==> config.mk <==
export PLATFORM = sky130hd
export DESIGN_NAME = sim_uart
export DESIGN_NICKNAME = d
export VERILOG_FILES = /design/src/rtl/uart_pkg.sv /design/src/rtl/sim_uart.sv /design/src/rtl/uart_regs.sv /design/src/rtl/reg_apb_bridge.sv
export SDC_FILE = /design/constraint.sdc
export NUM_CORES = 1
export LEC_CHECK = 0
export BUFFER_PORTS_ARGS = -buffer_cell sky130_fd_sc_hd__clkbuf_2
export CELL_PAD_IN_SITES_DETAIL_PLACEMENT = 2
export CELL_PAD_IN_SITES_GLOBAL_PLACEMENT = 2
export CORE_MARGIN = 3
export CORE_UTILIZATION = 37
export CTS_BUF_LIST = sky130_fd_sc_hd__clkbuf_8
export CTS_CLUSTER_DIAMETER = 150
export DETAILED_ROUTE_END_ITERATION = 7
export PLACE_DENSITY_LB_ADDON = 0.1
export RECOVER_POWER = 25
export SYNTH_ARGS = -nofsm -noshare
export SYNTH_HDL_FRONTEND = slang
export SYNTH_HIERARCHICAL = 1
export SYNTH_SLANG_ARGS = --single-unit
==> constraint.sdc <==
create_clock -name clk_i -period 5.25 [get_ports clk_i]
set_clock_uncertainty 0.15 [all_clocks]
set_input_delay 0.7875 -clock clk_i [delete_from_list [all_inputs] [get_ports clk_i]]
set_output_delay 0.7875 -clock clk_i [all_outputs]
set_load 0.02 [all_outputs]
==> src/rtl/uart_pkg.sv <==
// Shared constants for the simulation UART
// Bus and character widths, 16550 register word offsets,
// register bit positions, write masks and the register window size

package uart_pkg;

  // ***********************************************************************
  // Widths
  // ***********************************************************************

  // Register bus and APB data width
  localparam int unsigned data_width = 32;
  // One UART character, also the width of every register
  localparam int unsigned char_width = 8;

  // ***********************************************************************
  // Register word offsets, taken from address bits 4 to 2
  // ***********************************************************************

  // THR on write, RBR on read, DLL with DLAB set
  localparam logic [2:0] off_thr = 3'd0;
  // IER, DLM with DLAB set
  localparam logic [2:0] off_ier = 3'd1;
  // IIR on read, FCR on write
  localparam logic [2:0] off_iir = 3'd2;
  localparam logic [2:0] off_lcr = 3'd3;
  localparam logic [2:0] off_mcr = 3'd4;
  localparam logic [2:0] off_lsr = 3'd5;
  localparam logic [2:0] off_msr = 3'd6;
  localparam logic [2:0] off_scr = 3'd7;

  // ***********************************************************************
  // Bit positions, masks and fixed values
  // ***********************************************************************

  // Divisor latch access bit in LCR
  localparam int unsigned lcr_dlab_bit   = 7;
  // Transmit holding register empty
  localparam int unsigned lsr_thre_bit   = 5;
  // Transmitter empty
  localparam int unsigned lsr_temt_bit   = 6;
  // FIFO enable in FCR
  localparam int unsigned fcr_enable_bit = 0;

  // Writable bits of IER and MCR
  localparam logic [char_width-1:0] ier_mask = 8'h0F;
  localparam logic [char_width-1:0] mcr_mask = 8'h1F;

  // IIR value while the FIFOs are enabled, IIR reads zero otherwise
  localparam logic [char_width-1:0] iir_fifo_value = 8'hC0;

  // Register window is 32 bytes, any address bit at or above this is out of range
  localparam int unsigned window_bits = 5;

endpackage
==> src/rtl/sim_uart.sv <==
// Simulation UART top level
// Register bus to APB bridge feeding the 16550-style register model

module sim_uart #(
  parameter int unsigned addr_width = 32
) (
  input  logic                             clk_i,
  input  logic                             rst_ni,
  // Register bus
  input  logic                             reg_valid_i,
  input  logic                             reg_write_i,
  input  logic [addr_width-1:0]            reg_addr_i,
  input  logic [uart_pkg::data_width-1:0]  reg_wdata_i,
  output logic                             reg_ready_o,
  output logic [uart_pkg::data_width-1:0]  reg_rdata_o,
  output logic                             reg_error_o,
  // Transmitted characters
  output logic                             tx_valid_o,
  output logic                             tx_first_o,
  output logic [uart_pkg::char_width-1:0]  tx_data_o
);

  // APB between bridge and register model
  logic                            apb_psel;
  logic                            apb_penable;
  logic                            apb_pwrite;
  logic [addr_width-1:0]           apb_paddr;
  logic [uart_pkg::data_width-1:0] apb_pwdata;
  logic [uart_pkg::data_width-1:0] apb_prdata;
  logic                            apb_pready;
  logic                            apb_pslverr;

  reg_apb_bridge #(
    .addr_width (addr_width)
  ) u_reg_apb_bridge (
    .clk_i         (clk_i),
    .rst_ni        (rst_ni),
    .reg_valid_i   (reg_valid_i),
    .reg_write_i   (reg_write_i),
    .reg_addr_i    (reg_addr_i),
    .reg_wdata_i   (reg_wdata_i),
    .reg_ready_o   (reg_ready_o),
    .reg_rdata_o   (reg_rdata_o),
    .reg_error_o   (reg_error_o),
    .apb_psel_o    (apb_psel),
    .apb_penable_o (apb_penable),
    .apb_pwrite_o  (apb_pwrite),
    .apb_paddr_o   (apb_paddr),
    .apb_pwdata_o  (apb_pwdata),
    .apb_prdata_i  (apb_prdata),
    .apb_pready_i  (apb_pready),
    .apb_pslverr_i (apb_pslverr)
  );

  uart_regs #(
    .addr_width (addr_width)
  ) u_uart_regs (
    .clk_i      (clk_i),
    .rst_ni     (rst_ni),
    .psel_i     (apb_psel),
    .penable_i  (apb_penable),
    .pwrite_i   (apb_pwrite),
    .paddr_i    (apb_paddr),
    .pwdata_i   (apb_pwdata),
    .prdata_o   (apb_prdata),
    .pready_o   (apb_pready),
    .pslverr_o  (apb_pslverr),
    .tx_valid_o (tx_valid_o),
    .tx_first_o (tx_first_o),
    .tx_data_o  (tx_data_o)
  );

endmodule

==> src/rtl/uart_regs.sv <==
// 16550-style UART register model on APB
// Eight-register map with divisor latch alias, IER/MCR masks and fixed LSR status
// A THR write leaves as a one-cycle transmit strobe with a first-character flag

module uart_regs #(
  parameter int unsigned addr_width = 32
) (
  input  logic                             clk_i,
  input  logic                             rst_ni,
  // APB slave
  input  logic                             psel_i,
  input  logic                             penable_i,
  input  logic                             pwrite_i,
  input  logic [addr_width-1:0]            paddr_i,
  input  logic [uart_pkg::data_width-1:0]  pwdata_i,
  output logic [uart_pkg::data_width-1:0]  prdata_o,
  output logic                             pready_o,
  output logic                             pslverr_o,
  // Transmit output
  output logic                             tx_valid_o,
  output logic                             tx_first_o,
  output logic [uart_pkg::char_width-1:0]  tx_data_o
);

  localparam int unsigned idx_width = uart_pkg::window_bits - 2;

  // Register state
  logic [uart_pkg::char_width-1:0] lcr_q;
  logic [uart_pkg::char_width-1:0] dll_q;
  logic [uart_pkg::char_width-1:0] dlm_q;
  logic [uart_pkg::char_width-1:0] mcr_q;
  logic [uart_pkg::char_width-1:0] lsr_q;
  logic [uart_pkg::char_width-1:0] ier_q;
  logic [uart_pkg::char_width-1:0] msr_q;
  logic [uart_pkg::char_width-1:0] scr_q;
  logic                            fifo_en_q;
  logic                            start_q;

  // Transmit strobe
  logic                            tx_valid_q;
  logic                            tx_first_q;
  logic [uart_pkg::char_width-1:0] tx_data_q;

  // Decode
  logic                            access;
  logic                            in_window;
  logic                            wr_en;
  logic                            rd_en;
  logic                            dlab;
  logic                            tx_fire;
  logic [idx_width-1:0]            idx;
  logic [uart_pkg::char_width-1:0] wr_char;
  logic [uart_pkg::char_width-1:0] rd_char;

  // ***********************************************************************
  // Address decode
  // ***********************************************************************

  assign access    = psel_i & penable_i;
  assign in_window = ~|paddr_i[addr_width-1:uart_pkg::window_bits];
  assign idx       = paddr_i[uart_pkg::window_bits-1:2];
  assign wr_en     = access & pwrite_i & in_window;
  assign rd_en     = access & ~pwrite_i & in_window;
  assign dlab      = lcr_q[uart_pkg::lcr_dlab_bit];
  assign wr_char   = pwdata_i[uart_pkg::char_width-1:0];

  // Character goes out on THR writes with the divisor latch deselected
  assign tx_fire = wr_en && (idx == uart_pkg::off_thr) && !dlab;

  // Zero wait states and errors only outside the register window
  assign pready_o  = 1'b1;
  assign pslverr_o = access & ~in_window;

  // ***********************************************************************
  // Register writes
  // ***********************************************************************

  always_ff @(posedge clk_i or negedge rst_ni) begin
    if (!rst_ni) begin
      lcr_q     <= '0;
      dll_q     <= '0;
      dlm_q     <= '0;
      mcr_q     <= '0;
      lsr_q     <= '0;
      ier_q     <= '0;
      msr_q     <= '0;
      scr_q     <= '0;
      fifo_en_q <= 1'b0;
      start_q   <= 1'b1;
    end else if (wr_en) begin
      unique case (idx)
        uart_pkg::off_thr: begin
          if (dlab) begin
            dll_q <= wr_char;
          end else begin
            start_q <= 1'b0;
          end
        end
        uart_pkg::off_ier: begin
          if (dlab) begin
            dlm_q <= wr_char;
          end else begin
            ier_q <= wr_char & uart_pkg::ier_mask;
          end
        end
        // FCR only selects what IIR reports
        uart_pkg::off_iir: begin
          fifo_en_q <= pwdata_i[uart_pkg::fcr_enable_bit];
        end
        uart_pkg::off_lcr: begin
          lcr_q <= wr_char;
        end
        uart_pkg::off_mcr: begin
          mcr_q <= wr_char & uart_pkg::mcr_mask;
        end
        uart_pkg::off_lsr: begin
          lsr_q <= wr_char;
        end
        uart_pkg::off_msr: begin
          msr_q <= wr_char;
        end
        uart_pkg::off_scr: begin
          scr_q <= wr_char;
        end
        default: begin
        end
      endcase
    end
  end

  // ***********************************************************************
  // Transmit strobe
  // ***********************************************************************

  always_ff @(posedge clk_i or negedge rst_ni) begin
    if (!rst_ni) begin
      tx_valid_q <= 1'b0;
      tx_first_q <= 1'b0;
    end else begin
      tx_valid_q <= tx_fire;
      // Start flag is still set during the first THR write
      tx_first_q <= tx_fire & start_q;
    end
  end

  always_ff @(posedge clk_i) begin
    if (tx_fire) begin
      tx_data_q <= wr_char;
    end
  end

  assign tx_valid_o = tx_valid_q;
  assign tx_first_o = tx_first_q;
  assign tx_data_o  = tx_data_q;

  // ***********************************************************************
  // Register reads
  // ***********************************************************************

  always_comb begin
    rd_char = '0;
    if (rd_en) begin
      unique case (idx)
        // RBR reads zero as there is no receiver
        uart_pkg::off_thr: begin
          if (dlab) begin
            rd_char = dll_q;
          end
        end
        uart_pkg::off_ier: begin
          rd_char = dlab ? dlm_q : ier_q;
        end
        uart_pkg::off_iir: begin
          rd_char = fifo_en_q ? uart_pkg::iir_fifo_value : '0;
        end
        uart_pkg::off_lcr: begin
          rd_char = lcr_q;
        end
        uart_pkg::off_mcr: begin
          rd_char = mcr_q;
        end
        // Transmitter always reported empty
        uart_pkg::off_lsr: begin
          rd_char                         = lsr_q;
          rd_char[uart_pkg::lsr_thre_bit] = 1'b1;
          rd_char[uart_pkg::lsr_temt_bit] = 1'b1;
        end
        uart_pkg::off_msr: begin
          rd_char = msr_q;
        end
        uart_pkg::off_scr: begin
          rd_char = scr_q;
        end
        default: begin
        end
      endcase
    end
  end

  assign prdata_o = {{(uart_pkg::data_width - uart_pkg::char_width){1'b0}}, rd_char};

  // ***********************************************************************
  // Assertions
  // ***********************************************************************

  assert property (
    @(posedge clk_i) disable iff (!rst_ni)
    penable_i |-> psel_i
  ) else $error("APB access phase without psel");

endmodule

==> src/rtl/reg_apb_bridge.sv <==
// Register bus to APB bridge
// Three-state FSM (idle, setup, access) runs one APB transfer per request
// and returns ready, read data and error in the access cycle

module reg_apb_bridge #(
  parameter int unsigned addr_width = 32
) (
  input  logic                             clk_i,
  input  logic                             rst_ni,
  // Register bus from the master
  input  logic                             reg_valid_i,
  input  logic                             reg_write_i,
  input  logic [addr_width-1:0]            reg_addr_i,
  input  logic [uart_pkg::data_width-1:0]  reg_wdata_i,
  output logic                             reg_ready_o,
  output logic [uart_pkg::data_width-1:0]  reg_rdata_o,
  output logic                             reg_error_o,
  // APB towards the slave
  output logic                             apb_psel_o,
  output logic                             apb_penable_o,
  output logic                             apb_pwrite_o,
  output logic [addr_width-1:0]            apb_paddr_o,
  output logic [uart_pkg::data_width-1:0]  apb_pwdata_o,
  input  logic [uart_pkg::data_width-1:0]  apb_prdata_i,
  input  logic                             apb_pready_i,
  input  logic                             apb_pslverr_i
);

  typedef enum logic [1:0] {
    st_idle,
    st_setup,
    st_access
  } state_e;

  state_e state_q;
  state_e state_d;

  logic xfer_done;

  // ***********************************************************************
  // Transfer sequencing
  // ***********************************************************************

  // Access phase completes once the slave reports ready
  assign xfer_done = (state_q == st_access) && apb_pready_i;

  always_comb begin
    state_d = state_q;
    unique case (state_q)
      st_idle: begin
        if (reg_valid_i) begin
          state_d = st_setup;
        end
      end
      // Setup lasts exactly one cycle
      st_setup: begin
        state_d = st_access;
      end
      // Hold the access phase for slow slaves
      st_access: begin
        if (apb_pready_i) begin
          state_d = st_idle;
        end
      end
      default: begin
        state_d = st_idle;
      end
    endcase
  end

  always_ff @(posedge clk_i or negedge rst_ni) begin
    if (!rst_ni) begin
      state_q <= st_idle;
    end else begin
      state_q <= state_d;
    end
  end

  // ***********************************************************************
  // APB request side
  // ***********************************************************************

  assign apb_psel_o    = (state_q != st_idle);
  assign apb_penable_o = (state_q == st_access);

  // Master holds the request stable, so it can drive APB directly
  assign apb_pwrite_o = reg_write_i;
  assign apb_paddr_o  = reg_addr_i;
  assign apb_pwdata_o = reg_wdata_i;

  // ***********************************************************************
  // Bus response side
  // ***********************************************************************

  assign reg_ready_o = xfer_done;
  assign reg_rdata_o = xfer_done ? apb_prdata_i : '0;
  assign reg_error_o = xfer_done & apb_pslverr_i;

  // ***********************************************************************
  // Assertions
  // ***********************************************************************

  // A pending request must not change under the bridge
  assert property (
    @(posedge clk_i) disable iff (!rst_ni)
    (reg_valid_i && !reg_ready_o) |=> ($stable(reg_addr_i) && $stable(reg_write_i))
  ) else $error("register request changed before ready");

endmodule

==> impl_metrics.yaml <==
timing:
  fin_crit_sh: 0.757
  setup_viol: 0
  rsz0062_at_grt: "no"
  slew_headroom: -1.23
  hold_viol_final: 0
  setup_tns_ns: 0
  max_freq_ghz: 0.252
  drv_slew: 62
  fin_crit_ns: 3.97
  worst_pin_slew_ns: 3.34
clocking:
  clk_pin_slew_ns: 0.07
  cts.sinks: 69
  cts_resized: 0
  clockBufferDepth: 2
  cts-root-buf: "clkbuf_8"
  htree_levels: 3
  cts_buffers: 9
  postCtsHoldBufs: 0
  cts_setup_buffers: 0
  worst_skew_pair.late_latency_ns: 0.34
  cts_tree: "yes"
power_and_ir_drop:
  peakVddDrop_uv: 150
  power_mw: 1.15
  p_leak_nw: 2.05
  power_density_mw_per_mm2: 266
die:
  dieArea_mm2: 0.0124
  num_io_pins: 112
  die_y_um: 112
  core_area_mm2: 0.0106
  rows: 37
  chipWidth_um: 112
  initial_core_util: 0.391
worst_setup_path:
  endpoint_kind: "output port"
  worstSetupStartpoint: "reg_addr_i[15]"
  critPathArrivalTime_ns: 3.04
  cp.required_ns: 4.31
  cp-start-kind: "primary input"
  crit_fanout: 12
  reg2reg_from: "u_reg_apb_bridge/state_q[0]"
  worstSetupPathType: "in -> out"
min_path:
  holdCritStartpoint: "u_uart_regs/start_q"
  hold_path.class: "reg -> reg"
routing:
  vias: 2664
  firstDrtPassIters: 4
  drt-wirelength-per-cell_um: 18.8
  drt_iter0_drc: 80
  routed_wl_mm: 9.83
  detail-route-antenna-nets: 0
  drc_errors: 0
  viasPerCell: 5.10
placement:
  placed_area_mm2: 0.00414
  dp.cells: 506
  io_buffers: 61
  dp_hpwl_mm: 6.58
  place.gp.congestion: 0.722
cells_and_area:
  insertedDiodeCount: 0
  mostFrequentLayoutCells: "dfrtp_1, mux2_2, clkbuf_2, conb_1, and2_4"
  drive_above_1_share: 0.448
  final_nets: 449
  final_area_mm2: 0.00432
  fin_cells: 522
  area_growth_pct: 4.73
  final_common_cell: "dfrtp_1"
status:
  violations: "capacitance limit, slew limit"
  status: "finished with violations"
flow_run:
  drv_cap: 1
yosys:
  syn_area_per_cell_um2: 11.3
  synth_cells: 364
  synth_area_mm2: 0.00412
  yosys_warnings: 6
global_route:
  globalRouteOverflowTotal: 0
  grt_first_pass_wirelength_mm: 16.1
  antenna_found_initial: 0
  grt_start_max_net_pins: 62
  track_usage: 0.166
  grt_pass1_vias: 2885
path summary, 6_finish.rpt:
| check | end | slack (ns) | cells past startpoint |
|---|---|---|---|
| worst max-delay path | reg_rdata_o[6] | 1.28 | 8 |
| worst min-delay path | u_uart_regs/start_q | 0.31 | 1 |
| worst max register to register | u_uart_regs/tx_data_o[2] | 2.03 | 6 |
| worst min register to register | u_uart_regs/start_q | 0.31 | 1 |
| max in group asynchronous | u_uart_regs/ier_q[0] | 1.57 | 2 |
| min in group asynchronous | u_uart_regs/scr_q[4] | 1.50 | 2 |
critical path, cell delays in order:
cell and delay, ns:
clkbuf_2 0.08, nor4_1 0.29, nand4_1 0.13, buf_4 0.22, or4_1 0.79, a2111oi_2 0.38
and2_4 0.19, clkbuf_2 0.16
registers in the layout (all words and copies together) (netlist names):
register / count
u_uart_regs/tx_first_o: 1
u_uart_regs/lsr_q: 6
u_uart_regs/fifo_en_q: 1
u_uart_regs/dlm_q: 8
u_uart_regs/tx_valid_o: 1
u_uart_regs/tx_data_o: 8
u_uart_regs/dll_q: 8
u_uart_regs/scr_q: 8
u_uart_regs/start_q: 1
u_uart_regs/ier_q: 4
u_uart_regs/msr_q: 8
u_uart_regs/mcr_q: 5
u_reg_apb_bridge/state_q: 2
u_uart_regs/lcr_q: 8
report_power, final:
part	total [mW]	leakage [nW]	switching [mW]	internal (mW)
clock network	0.423	0.0986	0.197	0.227
registers	0.552	0.918	0.00600	0.546
logic	0.173	1.03	0.112	0.0602
through the flow:
stage	utilization	hold WS (ns)	setup slack, ns
after floorplan	-	0.291	1.78
after global placement	0.392	0.295	1.25
after detailed placement	0.392	0.302	1.26
after CTS	0.410	0.312	1.23
after global routing	0.409	0.325	0.789
final	0.409	0.311	1.28
final cells by class:
type / instances / area, um^2
Multi-Input combinational cell: 229 / 1840
Clock buffer: 10 / 138
Sequential cell: 69 / 1770
Timing Repair Buffer: 66 / 329
Clock inverter: 6 / 53.8
Tap cell: 136 / 170
Fill cell: 1146 / 6240
Inverter: 6 / 22.5
routing by layer:
| layer | part of all wire | vias up | GRT usage |
|---|---|---|---|
| li1 | - | 1215 | - |
| met1 | 0.45 | 1368 | 0.216 |
| met4 | 0.016 | 0 | 0.0641 |
| met5 | 0 | - | 0 |
| met3 | 0.047 | 11 | 0.0321 |
| met2 | 0.49 | 70 | 0.273 |
Note: power is estimated with default switching activity, not from simulation.
